<file path="config.mk">
export PLATFORM = sky130hd
export DESIGN_NAME = ipv4_rewrite_top
export DESIGN_NICKNAME = d
export VERILOG_FILES = /design/src/design/ipv4_rw_pkg.sv /design/src/design/word_stream_if.sv /design/src/design/csum_delta_acc.sv /design/src/design/field_rewriter.sv /design/src/design/hdr_word_counter.sv /design/src/design/ipv4_rewrite_top.sv /design/src/design/rewrite_fsm.sv /design/src/design/word_fifo.sv
export SDC_FILE = /design/constraint.sdc
export NUM_CORES = 1
export LEC_CHECK = 0
export BUFFER_PORTS_ARGS = -buffer_cell sky130_fd_sc_hd__buf_4
export CAP_MARGIN = 20
export CORE_ASPECT_RATIO = 0.5
export CORE_MARGIN = 2
export CORE_UTILIZATION = 62
export CTS_BUF_LIST = sky130_fd_sc_hd__clkbuf_16
export DETAILED_ROUTE_END_ITERATION = 8
export PLACE_DENSITY_LB_ADDON = 0.05
export SLEW_MARGIN = 20
export SYNTH_ARGS = -nofsm -noshare
export SYNTH_HDL_FRONTEND = slang
export SYNTH_SLANG_ARGS = --single-unit
</file>
<file path="constraint.sdc">
create_clock -name clk -period 14.5 [get_ports clk]
set_clock_uncertainty 0.05 [all_clocks]
set_input_delay 3.625 -clock clk [delete_from_list [all_inputs] [get_ports clk]]
set_output_delay 3.625 -clock clk [all_outputs]
set_load 0.005 [all_outputs]
</file>
<file path="src/design/ipv4_rw_pkg.sv">
/* IPv4 header rewriter shared definitions
   Stream geometry, header field positions, credit depths and FSM types */

`default_nettype none

package ipv4_rw_pkg;

    //////////////////////////////////////////////////////////////////////
    // Stream and header geometry
    //////////////////////////////////////////////////////////////////////

    localparam int WORD_W    = 16;
    localparam int HDR_WORDS = 10;
    localparam int CNT_W     = 4;

    // Word positions inside a 20-byte header without options
    localparam int TOS_WORD  = 0;
    localparam int TTL_WORD  = 4;
    localparam int CSUM_WORD = 5;

    //////////////////////////////////////////////////////////////////////
    // Credit flow control
    //////////////////////////////////////////////////////////////////////

    localparam int IN_CREDITS  = 4;
    localparam int OUT_CREDITS = 4;

    // Derived widths for FIFO pointers, FIFO fill and output credit count
    localparam int FIFO_AW = $clog2(IN_CREDITS);
    localparam int FIFO_CW = $clog2(IN_CREDITS + 1);
    localparam int CRED_W  = $clog2(OUT_CREDITS + 1);

    // Rewrite phase of the current packet
    typedef enum logic [1:0] {
        ST_IDLE,
        ST_HDR,
        ST_PAYLOAD
    } rw_state_e;

    // Role of the word at the head of the FIFO
    typedef enum logic [1:0] {
        FLD_PASS,
        FLD_TOS,
        FLD_TTL,
        FLD_CSUM
    } fld_sel_e;

endpackage

`default_nettype wire

</file>
<file path="src/design/word_stream_if.sv">
/* Word link from the input FIFO to the field rewriter
   Transfer happens on every edge where valid and pop are both high */

`default_nettype none

interface word_stream_if;

    import ipv4_rw_pkg::*;

    logic              valid;
    logic [WORD_W-1:0] data;
    logic              last;
    logic              pop;

    // FIFO side
    modport source (
        output valid, data, last,
        input  pop
    );

    // Rewriter side
    modport sink (
        input  valid, data, last,
        output pop
    );

endinterface

`default_nettype wire

</file>
<file path="src/design/csum_delta_acc.sv">
/* Incremental IPv4 checksum update after RFC 1624 eqn 3
   Sums ~m + m' of changed words and folds it into the old checksum */

`default_nettype none

module csum_delta_acc (
    input  wire logic                            clk,
    input  wire logic                            rst_n_i,
    input  wire logic                            clear_i,
    input  wire logic                            add_i,
    input  wire logic [ipv4_rw_pkg::WORD_W-1:0]  old_word_i,
    input  wire logic [ipv4_rw_pkg::WORD_W-1:0]  new_word_i,
    input  wire logic [ipv4_rw_pkg::WORD_W-1:0]  old_csum_i,
    output logic      [ipv4_rw_pkg::WORD_W-1:0]  new_csum_o
);

    import ipv4_rw_pkg::*;

    logic [WORD_W-1:0] acc;
    logic [WORD_W-1:0] base;
    logic [WORD_W-1:0] delta;

    // Ones-complement add, carry wrapped back in
    function automatic logic [WORD_W-1:0] oc_add(input logic [WORD_W-1:0] a,
                                                  input logic [WORD_W-1:0] b);
        logic [WORD_W:0] sum;
        sum = {1'b0, a} + {1'b0, b};
        return sum[WORD_W-1:0] + WORD_W'(sum[WORD_W]);
    endfunction

    assign base  = clear_i ? '0 : acc;
    assign delta = oc_add(~old_word_i, new_word_i);

    always_ff @(posedge clk) begin
        if (!rst_n_i) begin
            acc <= '0;
        end else if (add_i) begin
            acc <= oc_add(base, delta);
        end else if (clear_i) begin
            acc <= '0;
        end
    end

    // HC' = ~(~HC + sum of (~m + m'))
    assign new_csum_o = ~oc_add(~old_csum_i, acc);

endmodule

`default_nettype wire

</file>
<file path="src/design/field_rewriter.sv">
/* IPv4 field rewriter with output credit counter
   Rewrites TOS, TTL and checksum of header words and registers the output stream */

`default_nettype none

module field_rewriter (
    input  wire logic                            clk,
    input  wire logic                            rst_n_i,
    word_stream_if.sink                          rd,
    input  wire ipv4_rw_pkg::fld_sel_e           fld_sel_i,
    input  wire logic                            acc_clear_i,
    input  wire logic                            remark_en_i,
    input  wire logic [7:0]                      new_tos_i,
    input  wire logic                            out_credit_i,
    output logic                                 out_valid_o,
    output logic      [ipv4_rw_pkg::WORD_W-1:0]  out_data_o,
    output logic                                 out_last_o,
    output logic                                 pop_o
);

    import ipv4_rw_pkg::*;

    logic [CRED_W-1:0] cred_cnt;
    logic              have_credit;
    logic              acc_add;
    logic [WORD_W-1:0] new_word;
    logic [WORD_W-1:0] new_csum;
    logic [7:0]        ttl;

    //////////////////////////////////////////////////////////////////////
    // Pop control and downstream credits
    //////////////////////////////////////////////////////////////////////

    assign have_credit = (cred_cnt != '0);
    assign rd.pop      = have_credit;
    assign pop_o       = rd.valid && have_credit;

    always_ff @(posedge clk) begin
        if (!rst_n_i) begin
            cred_cnt <= CRED_W'(OUT_CREDITS);
        end else begin
            // Spend and return can coincide and cancel out
            case ({pop_o, out_credit_i})
                2'b10:   cred_cnt <= cred_cnt - 1'b1;
                2'b01:   cred_cnt <= cred_cnt + 1'b1;
                default: cred_cnt <= cred_cnt;
            endcase
        end
    end

    //////////////////////////////////////////////////////////////////////
    // Field substitution
    //////////////////////////////////////////////////////////////////////

    assign ttl = rd.data[WORD_W-1:8];

    always_comb begin
        new_word = rd.data;
        case (fld_sel_i)
            FLD_TOS: begin
                if (remark_en_i) begin
                    new_word = {rd.data[WORD_W-1:8], new_tos_i};
                end
            end
            FLD_TTL: begin
                // Expired TTL is left at zero
                if (ttl != 8'd0) begin
                    new_word = {ttl - 8'd1, rd.data[7:0]};
                end
            end
            FLD_CSUM: new_word = new_csum;
            default:  new_word = rd.data;
        endcase
    end

    assign acc_add = pop_o && ((fld_sel_i == FLD_TOS) || (fld_sel_i == FLD_TTL));

    csum_delta_acc u_csum (
        .clk        (clk),
        .rst_n_i    (rst_n_i),
        .clear_i    (acc_clear_i),
        .add_i      (acc_add),
        .old_word_i (rd.data),
        .new_word_i (new_word),
        .old_csum_i (rd.data),
        .new_csum_o (new_csum)
    );

    //////////////////////////////////////////////////////////////////////
    // Output register
    //////////////////////////////////////////////////////////////////////

    always_ff @(posedge clk) begin
        if (!rst_n_i) begin
            out_valid_o <= 1'b0;
        end else begin
            out_valid_o <= pop_o;
        end
    end

    always_ff @(posedge clk) begin
        if (pop_o) begin
            out_data_o <= new_word;
            out_last_o <= rd.last;
        end
    end

endmodule

`default_nettype wire

</file>
<file path="src/design/hdr_word_counter.sv">
/* Position of the head word within its packet
   Advances on each pop, saturates, and restarts after a last word */

`default_nettype none

module hdr_word_counter (
    input  wire logic                           clk,
    input  wire logic                           rst_n_i,
    input  wire logic                           pop_i,
    input  wire logic                           last_i,
    output logic [ipv4_rw_pkg::CNT_W-1:0]       word_idx_o
);

    import ipv4_rw_pkg::*;

    logic at_max;

    // Only positions below HDR_WORDS are decoded, so holding at the top is harmless
    assign at_max = (word_idx_o == {CNT_W{1'b1}});

    always_ff @(posedge clk) begin
        if (!rst_n_i) begin
            word_idx_o <= '0;
        end else if (pop_i) begin
            if (last_i) begin
                // Next word opens a new packet
                word_idx_o <= '0;
            end else if (!at_max) begin
                word_idx_o <= word_idx_o + 1'b1;
            end
        end
    end

endmodule

`default_nettype wire

</file>
<file path="src/design/ipv4_rewrite_top.sv">
/* IPv4 header rewriter top level
   Input FIFO, position counter, phase FSM and field rewriter on credit flow control */

`default_nettype none

module ipv4_rewrite_top (
    input  wire logic                            clk,
    input  wire logic                            rst_n_i,
    // Upstream word stream
    input  wire logic                            in_valid_i,
    input  wire logic [ipv4_rw_pkg::WORD_W-1:0]  in_data_i,
    input  wire logic                            in_last_i,
    output logic                                 in_credit_o,
    // Downstream word stream
    output logic                                 out_valid_o,
    output logic      [ipv4_rw_pkg::WORD_W-1:0]  out_data_o,
    output logic                                 out_last_o,
    input  wire logic                            out_credit_i,
    // Configuration
    input  wire logic                            remark_en_i,
    input  wire logic [7:0]                      new_tos_i
);

    import ipv4_rw_pkg::*;

    logic             pop;
    logic [CNT_W-1:0] word_idx;
    fld_sel_e         fld_sel;
    logic             acc_clear;

    word_stream_if u_link ();

    word_fifo u_fifo (
        .clk         (clk),
        .rst_n_i     (rst_n_i),
        .in_valid_i  (in_valid_i),
        .in_data_i   (in_data_i),
        .in_last_i   (in_last_i),
        .in_credit_o (in_credit_o),
        .rd          (u_link)
    );

    hdr_word_counter u_cnt (
        .clk        (clk),
        .rst_n_i    (rst_n_i),
        .pop_i      (pop),
        .last_i     (u_link.last),
        .word_idx_o (word_idx)
    );

    rewrite_fsm u_fsm (
        .clk         (clk),
        .rst_n_i     (rst_n_i),
        .pop_i       (pop),
        .last_i      (u_link.last),
        .word_idx_i  (word_idx),
        .fld_sel_o   (fld_sel),
        .acc_clear_o (acc_clear)
    );

    field_rewriter u_rw (
        .clk          (clk),
        .rst_n_i      (rst_n_i),
        .rd           (u_link),
        .fld_sel_i    (fld_sel),
        .acc_clear_i  (acc_clear),
        .remark_en_i  (remark_en_i),
        .new_tos_i    (new_tos_i),
        .out_credit_i (out_credit_i),
        .out_valid_o  (out_valid_o),
        .out_data_o   (out_data_o),
        .out_last_o   (out_last_o),
        .pop_o        (pop)
    );

endmodule

`default_nettype wire

</file>
<file path="src/design/rewrite_fsm.sv">
/* Packet phase FSM for the header rewriter
   Follows header and payload phases and assigns the field role of the head word */

`default_nettype none

module rewrite_fsm (
    input  wire logic                           clk,
    input  wire logic                           rst_n_i,
    input  wire logic                           pop_i,
    input  wire logic                           last_i,
    input  wire logic [ipv4_rw_pkg::CNT_W-1:0]  word_idx_i,
    output ipv4_rw_pkg::fld_sel_e               fld_sel_o,
    output logic                                acc_clear_o
);

    import ipv4_rw_pkg::*;

    rw_state_e state;

    //////////////////////////////////////////////////////////////////////
    // Phase tracking
    //////////////////////////////////////////////////////////////////////

    always_ff @(posedge clk) begin
        if (!rst_n_i) begin
            state <= ST_IDLE;
        end else if (pop_i) begin
            if (last_i) begin
                // Short packets end here as well
                state <= ST_IDLE;
            end else begin
                case (state)
                    ST_IDLE:    state <= ST_HDR;
                    ST_HDR: begin
                        if (word_idx_i == CNT_W'(HDR_WORDS - 1)) begin
                            state <= ST_PAYLOAD;
                        end
                    end
                    ST_PAYLOAD: state <= ST_PAYLOAD;
                    default:    state <= ST_IDLE;
                endcase
            end
        end
    end

    //////////////////////////////////////////////////////////////////////
    // Field role decode
    //////////////////////////////////////////////////////////////////////

    always_comb begin
        fld_sel_o = FLD_PASS;
        if (state != ST_PAYLOAD) begin
            case (word_idx_i)
                CNT_W'(TOS_WORD):  fld_sel_o = FLD_TOS;
                CNT_W'(TTL_WORD):  fld_sel_o = FLD_TTL;
                CNT_W'(CSUM_WORD): fld_sel_o = FLD_CSUM;
                default:           fld_sel_o = FLD_PASS;
            endcase
        end
    end

    // Fresh delta for every packet, taken with its first word
    assign acc_clear_o = pop_i && (word_idx_i == '0);

endmodule

`default_nettype wire

</file>
<file path="src/design/word_fifo.sv">
/* Input word FIFO sized to the upstream credit grant
   Stores data with its last flag and returns one credit per popped word */

`default_nettype none

module word_fifo (
    input  wire logic                            clk,
    input  wire logic                            rst_n_i,
    input  wire logic                            in_valid_i,
    input  wire logic [ipv4_rw_pkg::WORD_W-1:0]  in_data_i,
    input  wire logic                            in_last_i,
    output logic                                 in_credit_o,
    word_stream_if.source                        rd
);

    import ipv4_rw_pkg::*;

    // Each entry holds {last, data}
    logic [WORD_W:0]  mem [IN_CREDITS];
    logic [FIFO_AW-1:0] wr_ptr;
    logic [FIFO_AW-1:0] rd_ptr;
    logic [FIFO_CW-1:0] count;
    logic               full;
    logic               push;
    logic               pop;

    assign full = (count == FIFO_CW'(IN_CREDITS));
    // Upstream only sends while holding a credit, so a full write is a protocol error
    assign push = in_valid_i && !full;
    assign pop  = rd.valid && rd.pop;

    always_ff @(posedge clk) begin
        if (push) begin
            mem[wr_ptr] <= {in_last_i, in_data_i};
        end
    end

    always_ff @(posedge clk) begin
        if (!rst_n_i) begin
            wr_ptr      <= '0;
            rd_ptr      <= '0;
            count       <= '0;
            in_credit_o <= 1'b0;
        end else begin
            if (push) begin
                wr_ptr <= (wr_ptr == FIFO_AW'(IN_CREDITS - 1)) ? '0 : wr_ptr + 1'b1;
            end
            if (pop) begin
                rd_ptr <= (rd_ptr == FIFO_AW'(IN_CREDITS - 1)) ? '0 : rd_ptr + 1'b1;
            end
            case ({push, pop})
                2'b10:   count <= count + 1'b1;
                2'b01:   count <= count - 1'b1;
                default: count <= count;
            endcase
            // Slot freed, hand the credit back
            in_credit_o <= pop;
        end
    end

    assign rd.valid = (count != '0);
    assign rd.data  = mem[rd_ptr][WORD_W-1:0];
    assign rd.last  = mem[rd_ptr][WORD_W];

endmodule

`default_nettype wire

</file>
# After elaboration in Yosys (flattened, before gate mapping)
# Memories as Yosys holds them, arrays and structs flattened. A register that Yosys moved wholly into a read port is not among the register bits.
# Index checks and enable logic that the tools add are counted.
[classes] n_addsub=14 multipliers=0 div_mod_pow=0 magnitude_cmp=0 eq_ne=19 shift=0 n_mux=20 bitwise=2 n_reduce_logical=15
[op_table] operator="adder 16 x 16 -> 17 bit" n=3
[op_table] operator="adder 16 x 1 -> 16 bit" n=3
[op_table] operator="2-to-1 mux 16 bit" n=3
[op_table] operator="one-hot mux 16 bit (3 select lines)" n=1
[op_table] operator="inverter 16 bit" n=2
[op_table] operator="equality test 2 bit, second input constant" n=7
[op_table] operator="2-to-1 mux 2 bit" n=7
[op_table] operator="one-hot mux 2 bit (3 select lines)" n=2
[op_table] operator="one-hot mux 3 bit (2 select lines)" n=2
[op_table] operator="equality test 2 x 1 -> 1 bit, second input constant" n=4
[op_table] operator="equality test 4 x 3 -> 1 bit, second input constant" n=2
[op_table] operator="equality test 4 bit, second input constant" n=2
[op_table] operator="2-to-1 mux 4 bit" n=2
[op_table] operator="2-to-1 mux 8 bit" n=1
[op_table] operator="nonzero test 8 bit" n=1
[op_table] operator="subtractor 8 x 1 -> 8 bit, second input constant" n=1
[op_table] operator="adder 3 x 1 -> 3 bit, second input constant" n=2
[op_table] operator="nonzero test 3 bit" n=2
[op_table] operator="subtractor 3 x 1 -> 3 bit, second input constant" n=2
[op_table] operator="adder 2 x 1 -> 2 bit, second input constant" n=2
[op_table] operator="adder 4 x 1 -> 4 bit, second input constant" n=1
[op_table] operator="logical AND 1 bit" n=4
[op_table] operator="logical NOT 4 bit" n=1
[op_table] operator="AND reduction 2 bit" n=2
[op_table] operator="other kinds (9)" n=11
[totals] ff_bits=50 latch_bits=0 mem_bits_rw=68 mem_bits_ro=0 input_bits=30 out_inout_bits=19 n_memories=1
[memory_table] name="u_fifo.mem" words=4 width=17 read_ports=1 rd_clocked_by_memory_dff=1 write_ports=1 line="word_fifo.sv:19" text="logic [WORD_W:0] mem [IN_CREDITS];"

# Longest topological paths before layout
# Gate-level depths: netlist (run 1).
[depth] word_depth=10 mapped_depth=56 depth_no_buf=53

# Hierarchy
# Synthesis (run 1) repeated with hierarchy kept, for this count alone.
[hier_totals] cells_unflattened=878 hier_area_um2=8740.9
[by_module_without_submodules] module="csum_delta_acc" instances=1 cells_each=552 area_each_um2=4020.1
[by_module_without_submodules] module="word_fifo" instances=1 cells_each=146 area_each_um2=2991.6
[by_module_without_submodules] module="field_rewriter" instances=1 cells_each=130 area_each_um2=1297.5
[by_module_without_submodules] module="rewrite_fsm" instances=1 cells_each=26 area_each_um2=216.5
[by_module_without_submodules] module="hdr_word_counter" instances=1 cells_each=24 area_each_um2=215.2

# Least setup slack after synthesis (run 1)
# Ideal clock, no wire load.
[synth_timing] path_kind="register to register" startpoint="register with a tool-made name" endpoint="register u_rw.u_csum.acc[15]" arrival_time_ps=10327 required_ps=14359 path_slack_ps=4032 path_stages_with_launch=56 path_buffers=3 synth_period_minus_slack_ps=10468 cell_sequence="dfxtp_1 clkbuf_1 buf_2 mux4_2 inv_1 ha_1 inv_1 fa_1 and3b_1 o21a_1 o2111ai_1 a21o_1 nand2_1 o21a_1 o21ai_0 nand2_1 a21o_1 ha_1 [... 20 more ...] ha_1 buf_2 and3_4 o2111a_1 o41a_1 nor2_1 a21oi_1 a21oi_1 o21bai_1 ha_1 nand3_1 a211oi_1 nand2_1 or3_1 nor3_2 a31oi_1 or3_1 a311oi_1"
[synth_lines] item="end signal: assignment" line="csum_delta_acc.sv:38" text="acc <= oc_add(base, delta);"
[synth_lines] item="end: declaration" line="csum_delta_acc.sv:19" text="logic [WORD_W-1:0] acc;"

==> results_dict.tcl, run 1 <==
set metrics [dict create \
    status "finished clean" \
    fin_util_pct 71.4 \
    antenna_found_initial 0 \
    h-tree-depth 4 \
    postCtsSetupBuffers 0 \
    endpoint_kind "register" \
    clk_pin_slew_worst_paths_ps 70 \
    die_h_um 86.6 \
    tns_ps 0 \
    synth_seq_area_share_pct 38.5 \
    cts_repair_resize_count 0 \
    ant_nets 0 \
    clk_path_buf_depth 2 \
    drt_first_pass_iters 5 \
    setup_viol 0 \
    die_area_sq_um 14700 \
    area_growth_pct 13.5 \
    cts_tree "built" \
    hold_violations 0 \
    fin_nets 994 \
    ys_seq_elements 120 \
    grt_max_degree 31 \
    worstPathArrival_ps 11860 \
    clock_sinks 120 \
    start_util_pct 63.0 \
    async_flop_share_pct 0 \
    min_period_ps 11580 \
    crit_top_cell "ha_1" \
    rows 30 \
    clkLatencyLatePin_ps 420 \
    diodes 0 \
    wire_per_inst_um 19.3 \
    cts_root_buf "clkbuf_16" \
    synth_edf_count 85 \
    ioPinCount 49 \
    drv_slew 0 \
    die_w_um 169 \
    rsz0062_at_grt "false" \
    grtUsageTotal_pct 29.7 \
    tightest_slew_ps 916 \
    hpwl_mm 14.9 \
    grt_pass1_vias 6567 \
    avgSynthCellArea_sq_um 10.1 \
    synthFlopType "edfxtp_1" \
    holdWs_ps 449 \
    layout-drive-gt1-share_pct 14.3 \
    relSlewSlack_pct 38.9 \
    critPathKind "reg2reg" \
    cts_buffers 17 \
    gp_congestion 0.870 \
    overflow 0 \
    critPathRequiredTime_ps 14780 \
    grt_first_pass_wirelength_mm 33.5 \
    avgViaCountPerCell 6.20 \
    synth_nets 947 \
    drc 0 \
    synth.distinct_cells 76 \
    synth_area_sq_um 8460 \
    routed_wl_mm 20.7 \
    start_kind "register" \
    timing.fmax_ghz 0.0863 \
    cp_slowest_stage_delay_ps 580 \
    cts_hold_buffers 0 \
    crit_path_top_delay_cell "mux4_2" \
    path_max_fanout 13 \
    cap_violations 0 \
    synth_cells 838 \
    fin_crit_sh_pct 79.9 \
    drt_iter0_drc 716 \
    min_path_type "reg2reg" \
    fillCellCount 984 \
    synth.yosys.warnings 0 \
    coreArea_sq_um 13400 \
    num_vias 6654 \
    port_buffers 48 \
]
-- state kept, by name (all words and copies together) (netlist names), named ones only --
signal              cells
u_fifo.rd_ptr           2
u_fifo.mem             68
u_rw.cred_cnt           3
u_rw.out_last_o         1
u_fifo.count            3
u_fifo.wr_ptr           2
u_fifo.in_credit_o      1
u_cnt.word_idx_o        4
u_rw.out_data_o        16
u_fsm.state             2
u_rw.u_csum.acc        16
-- stage by stage --
| step | cell area, sq um | setup WS (ps) | instances |
|---|---|---|---|
| floorplan | 8460 | 4030 | 838 |
| global placement | 8970 | 3320 | 1042 |
| detailed placement | 8970 | 3020 | 1042 |
| CTS | 9600 | 2960 | 1074 |
| global route | 9600 | 1860 | 1074 |
| finish | 9600 | 2920 | 1074 |
-- cell type report --
type / count / area, sq um / share of cell area, %
Clock buffer: 17 / 425 / 4.43
Clock inverter: 15 / 205 / 2.14
Inverter: 56 / 210 / 2.19
Multi-Input combinational cell: 638 / 4890 / 51.0
Sequential cell: 120 / 3250 / 33.9
Tap cell: 176 / 220 / 2.29
Timing Repair Buffer: 52 / 390 / 4.07
-- cells in the final DEF, fill, tap and decap left out, types with 19 or more instances in the layout --
| cell | netlist | routed |
|---|---|---|
| inv_1 | 56 | 55 |
| nor2_1 | 70 | 70 |
| dfxtp_1 | 35 | 35 |
| o21ai_0 | 44 | 44 |
| and2_1 | 26 | 26 |
| ha_1 | 74 | 74 |
| a21oi_1 | 44 | 44 |
| xor2_1 | 32 | 32 |
| edfxtp_1 | 85 | 85 |
| xnor2_1 | 38 | 38 |
| nand2_1 | 52 | 52 |
| nor3_1 | 19 | 19 |
| nand3_1 | 21 | 21 |
| buf_4 | 2 | 52 |
-- Yosys cell counts (4+ instances only) --
library cell / n / area, sq um
o221ai_1: 4 / 35.0
xnor2_1: 38 / 333
nor4_1: 5 / 31.3
nand3b_1: 5 / 37.5
a21o_1: 16 / 120
a211oi_1: 16 / 120
a31oi_1: 6 / 37.5
mux4_2: 17 / 383
xor2_1: 32 / 280
nand2_1: 52 / 195
buf_2: 4 / 20.0
nand2b_1: 6 / 37.5
edfxtp_1: 85 / 2550
and2_1: 26 / 163
mux2i_1: 6 / 60.1
ha_1: 74 / 926
and3_1: 16 / 100
a22oi_1: 10 / 75.1
nand4_1: 6 / 37.5
dfxtp_1: 35 / 701
inv_1: 56 / 210
nor2_1: 70 / 263
o21a_1: 12 / 90.1
o21ai_0: 44 / 220
fa_1: 5 / 100
a311oi_1: 6 / 52.6
nand3_1: 21 / 105
clkbuf_1: 15 / 56.3
nor3_1: 19 / 95.1
or2_2: 4 / 25.0
nor2b_1: 4 / 25.0
a21oi_1: 44 / 220
or3_1: 9 / 56.3
-- worst max-delay path, delay by kind of cell (launching register included) --
family / cells / cell delay [ps]
AO/OA/AOI/OAI: 20 / 3590
XOR/XNOR: 2 / 230
adder cells (fa/ha/maj): 8 / 2180
buffers and inverters: 3 / 500
flip-flops: 1 / 500
multiplexers: 1 / 580
AND/OR/NAND/NOR: 19 / 3830
-- logic make-up (layout without fill, tap and decap cells) --
logic type	Yosys count	in the layout	share of synthesized area (%)
buffers and inverters	80	140	3.70
muxes	23	23	5.24
xor gates and xnor gates	72	72	7.63
adders and majority gates	79	79	12.1
and+or+nand+nor	262	262	15.9
DFF	120	120	38.5
AOI/OAI and AO/OA	202	202	16.9
-- layer usage --
metal	global-route usage (%)	wire length (um)	vias up
met3	6.62	1440	20
met4	5.52	184	0
met1	41.6	9680	3218
met2	48.2	9430	217
li1	-	-	3199
met5	0	0	-
-- worst paths after layout --
check	slack, ps	startpoint	cells after the start	endpoint
worst max-delay path	2920	register	53	u_rw.u_csum.acc[15]$_SDFF_PN0_
worst min-delay path	450	u_fifo.wr_ptr[1]$_SDFFE_PN0P_	2	u_fifo.wr_ptr[1]$_SDFFE_PN0P_
worst min register to register	450	u_fifo.wr_ptr[1]$_SDFFE_PN0P_	2	u_fifo.wr_ptr[1]$_SDFFE_PN0P_
worst max register to register	2920	register	53	u_rw.u_csum.acc[15]$_SDFF_PN0_
Power of run 1 is not shown: default switching activity piles up to over one toggle a cycle in this logic, so the estimate is an artifact.
==> run 2, diff against run 1 <==
Settings changed: CORE_UTILIZATION 62 to 56.
Clock period 14.5 ns to 9.95 ns, I/O delays scaled along.
==> results_dict.tcl, run 2 (synthesis results as in run 1) <==
set metrics [dict create \
    status "finished with violations" \
    violations "negative setup slack" \
    critPathKind "reg2reg" \
    die_area_sq_um 16200 \
    wire_per_inst_um 18.4 \
    reg_top3 "u_fifo.mem (68), u_rw.out_data_o (16), u_rw.u_csum.acc (16)" \
    fin_crit_sh_pct 100 \
    fin_ws_ps -13.8 \
    clkLatencyLatePin_ps 420 \
    hold_depth 2 \
    port_buffers 48 \
    min_path_type "reg2reg" \
    reg2reg_to "u_rw.u_csum.acc[15]$_SDFF_PN0_" \
    rows 31 \
    cts_tree "built" \
    cap_violations 0 \
    diodes 0 \
    start_util_pct 57.9 \
    met3_length_mm 1.15 \
    grtUsageTotal_pct 27.2 \
    num_vias 6891 \
    die_w_um 178 \
    hold_violations 0 \
    grt_first_pass_wirelength_mm 34.1 \
    layout.cells.most_common "buf_4" \
    worst-path-stages 52 \
    min_period_ps 9960 \
    crit_path_top_delay_cell "mux4_2" \
    cp_slowest_stage_delay_ps 550 \
    placed_area_sq_um 9470 \
    grt_pass1_vias 6722 \
    final_cell_mix "buf_4, edfxtp_1, nor2_1, ha_1, inv_1" \
    routed_wl_mm 21.3 \
    regToRegSetupSlack_ps -10 \
    path_max_fanout 4 \
    holdWs_ps 433 \
    path_delay_family "simple AND/OR/NAND/NOR gates" \
    avgViaCountPerCell 5.95 \
    fillCellCount 1093 \
    worstPathArrival_ps 10230 \
    die_h_um 90.9 \
    antenna_found_initial 1 \
    clk_path_buf_depth 2 \
    h-tree-depth 4 \
    clock_sinks 120 \
    critPathRequiredTime_ps 10210 \
    start_kind "register" \
    crit_top_cell "a21o_1" \
    tightest_slew_ps 901 \
    coreArea_sq_um 14600 \
    overflow 0 \
    highest_layer "met4" \
    drv_slew 0 \
    timing.fmax_ghz 0.100 \
    largest_register_ffs 68 \
    worstHoldStart "u_fifo.rd_ptr[1]$_SDFFE_PN0P_" \
    setup_viol 1 \
    cts_buffers 17 \
    relSlewSlack_pct 39.9 \
    clk_pin_slew_worst_paths_ps 70 \
    worstRegToRegCells 52 \
    m1WireLength_mm 10.5 \
    final_area_sq_um 10300 \
    place_ws_ps -253 \
    wl_met2_mm 9.47 \
    layout-drive-gt1-share_pct 23.4 \
    top_register "u_fifo.mem" \
    hpwl_mm 15.6 \
    ant_nets 0 \
    path_buf_inv 2 \
    cts_root_buf "clkbuf_16" \
    endpoint_kind "register" \
    final-seq-area_sq_um 3250 \
    drc 0 \
    fin_nets 1057 \
    gp_congestion 0.895 \
    ioPinCount 49 \
    area_growth_pct 21.4 \
    drt_first_pass_iters 5 \
    drt_iter0_drc 573 \
    grt_max_degree 31 \
    rsz0062_at_grt "true" \
    multiInputGateArea_sq_um 5090 \
    fin_util_pct 70.2 \
]
## run 2: worst min-delay path, cell delays in order, from the launching register on
cell     delay (ps)
dfxtp_1         320
nand2_1          50
a21oi_1          70
## run 2: layout make-up
type,count,share of cell area [%]
multi-input cells,638,49.6
repair buffers,115,8.64
clock buffers,17,4.14
clock inverters,14,1.49
well taps,198,2.41
inverters,56,2.05
flip-flops and latches,120,31.7
## run 2: per-stage QoR
| stage | instances | TNS [ps] |
|---|---|---|
| after global placement | 1117 | 0 |
| final | 1158 | -13.8 |
| after floorplan | 838 | 0 |
| after global routing | 1158 | -2230 |
| after CTS | 1152 | 0 |
| after detailed placement | 1118 | -431 |
## run 2: timing repair
item                       CTS  global route
buffers inserted             3             6
hold buffers                 0             0
pin swaps                   13            31
hold endpoints to repair     0             0
setup endpoints to repair    3            10
gates resized for setup     12            22
## run 2: worst max-delay path by stage
stage	slack, ps	startpoint	end
after CTS	20	register	u_rw.u_csum.acc[15]$_SDFF_PN0_
final	-10	register	u_rw.u_csum.acc[15]$_SDFF_PN0_
after global placement	30	register	u_rw.u_csum.acc[15]$_SDFF_PN0_
after floorplan	20	register	u_rw.u_csum.acc[15]$_SDFF_PN0_
after global routing	-500	register	u_rw.u_csum.acc[15]$_SDFF_PN0_
after detailed placement	-250	register	u_rw.u_csum.acc[15]$_SDFF_PN0_
## run 2: layer usage
layer / up-vias / track usage (%)
met1: 3366 / 39.8
met3: 21 / 5.85
met4: 0 / 5.19
li1: 3323 / -
met2: 181 / 41.8
met5: - / 0
Power of run 2 is left out for the same reason.
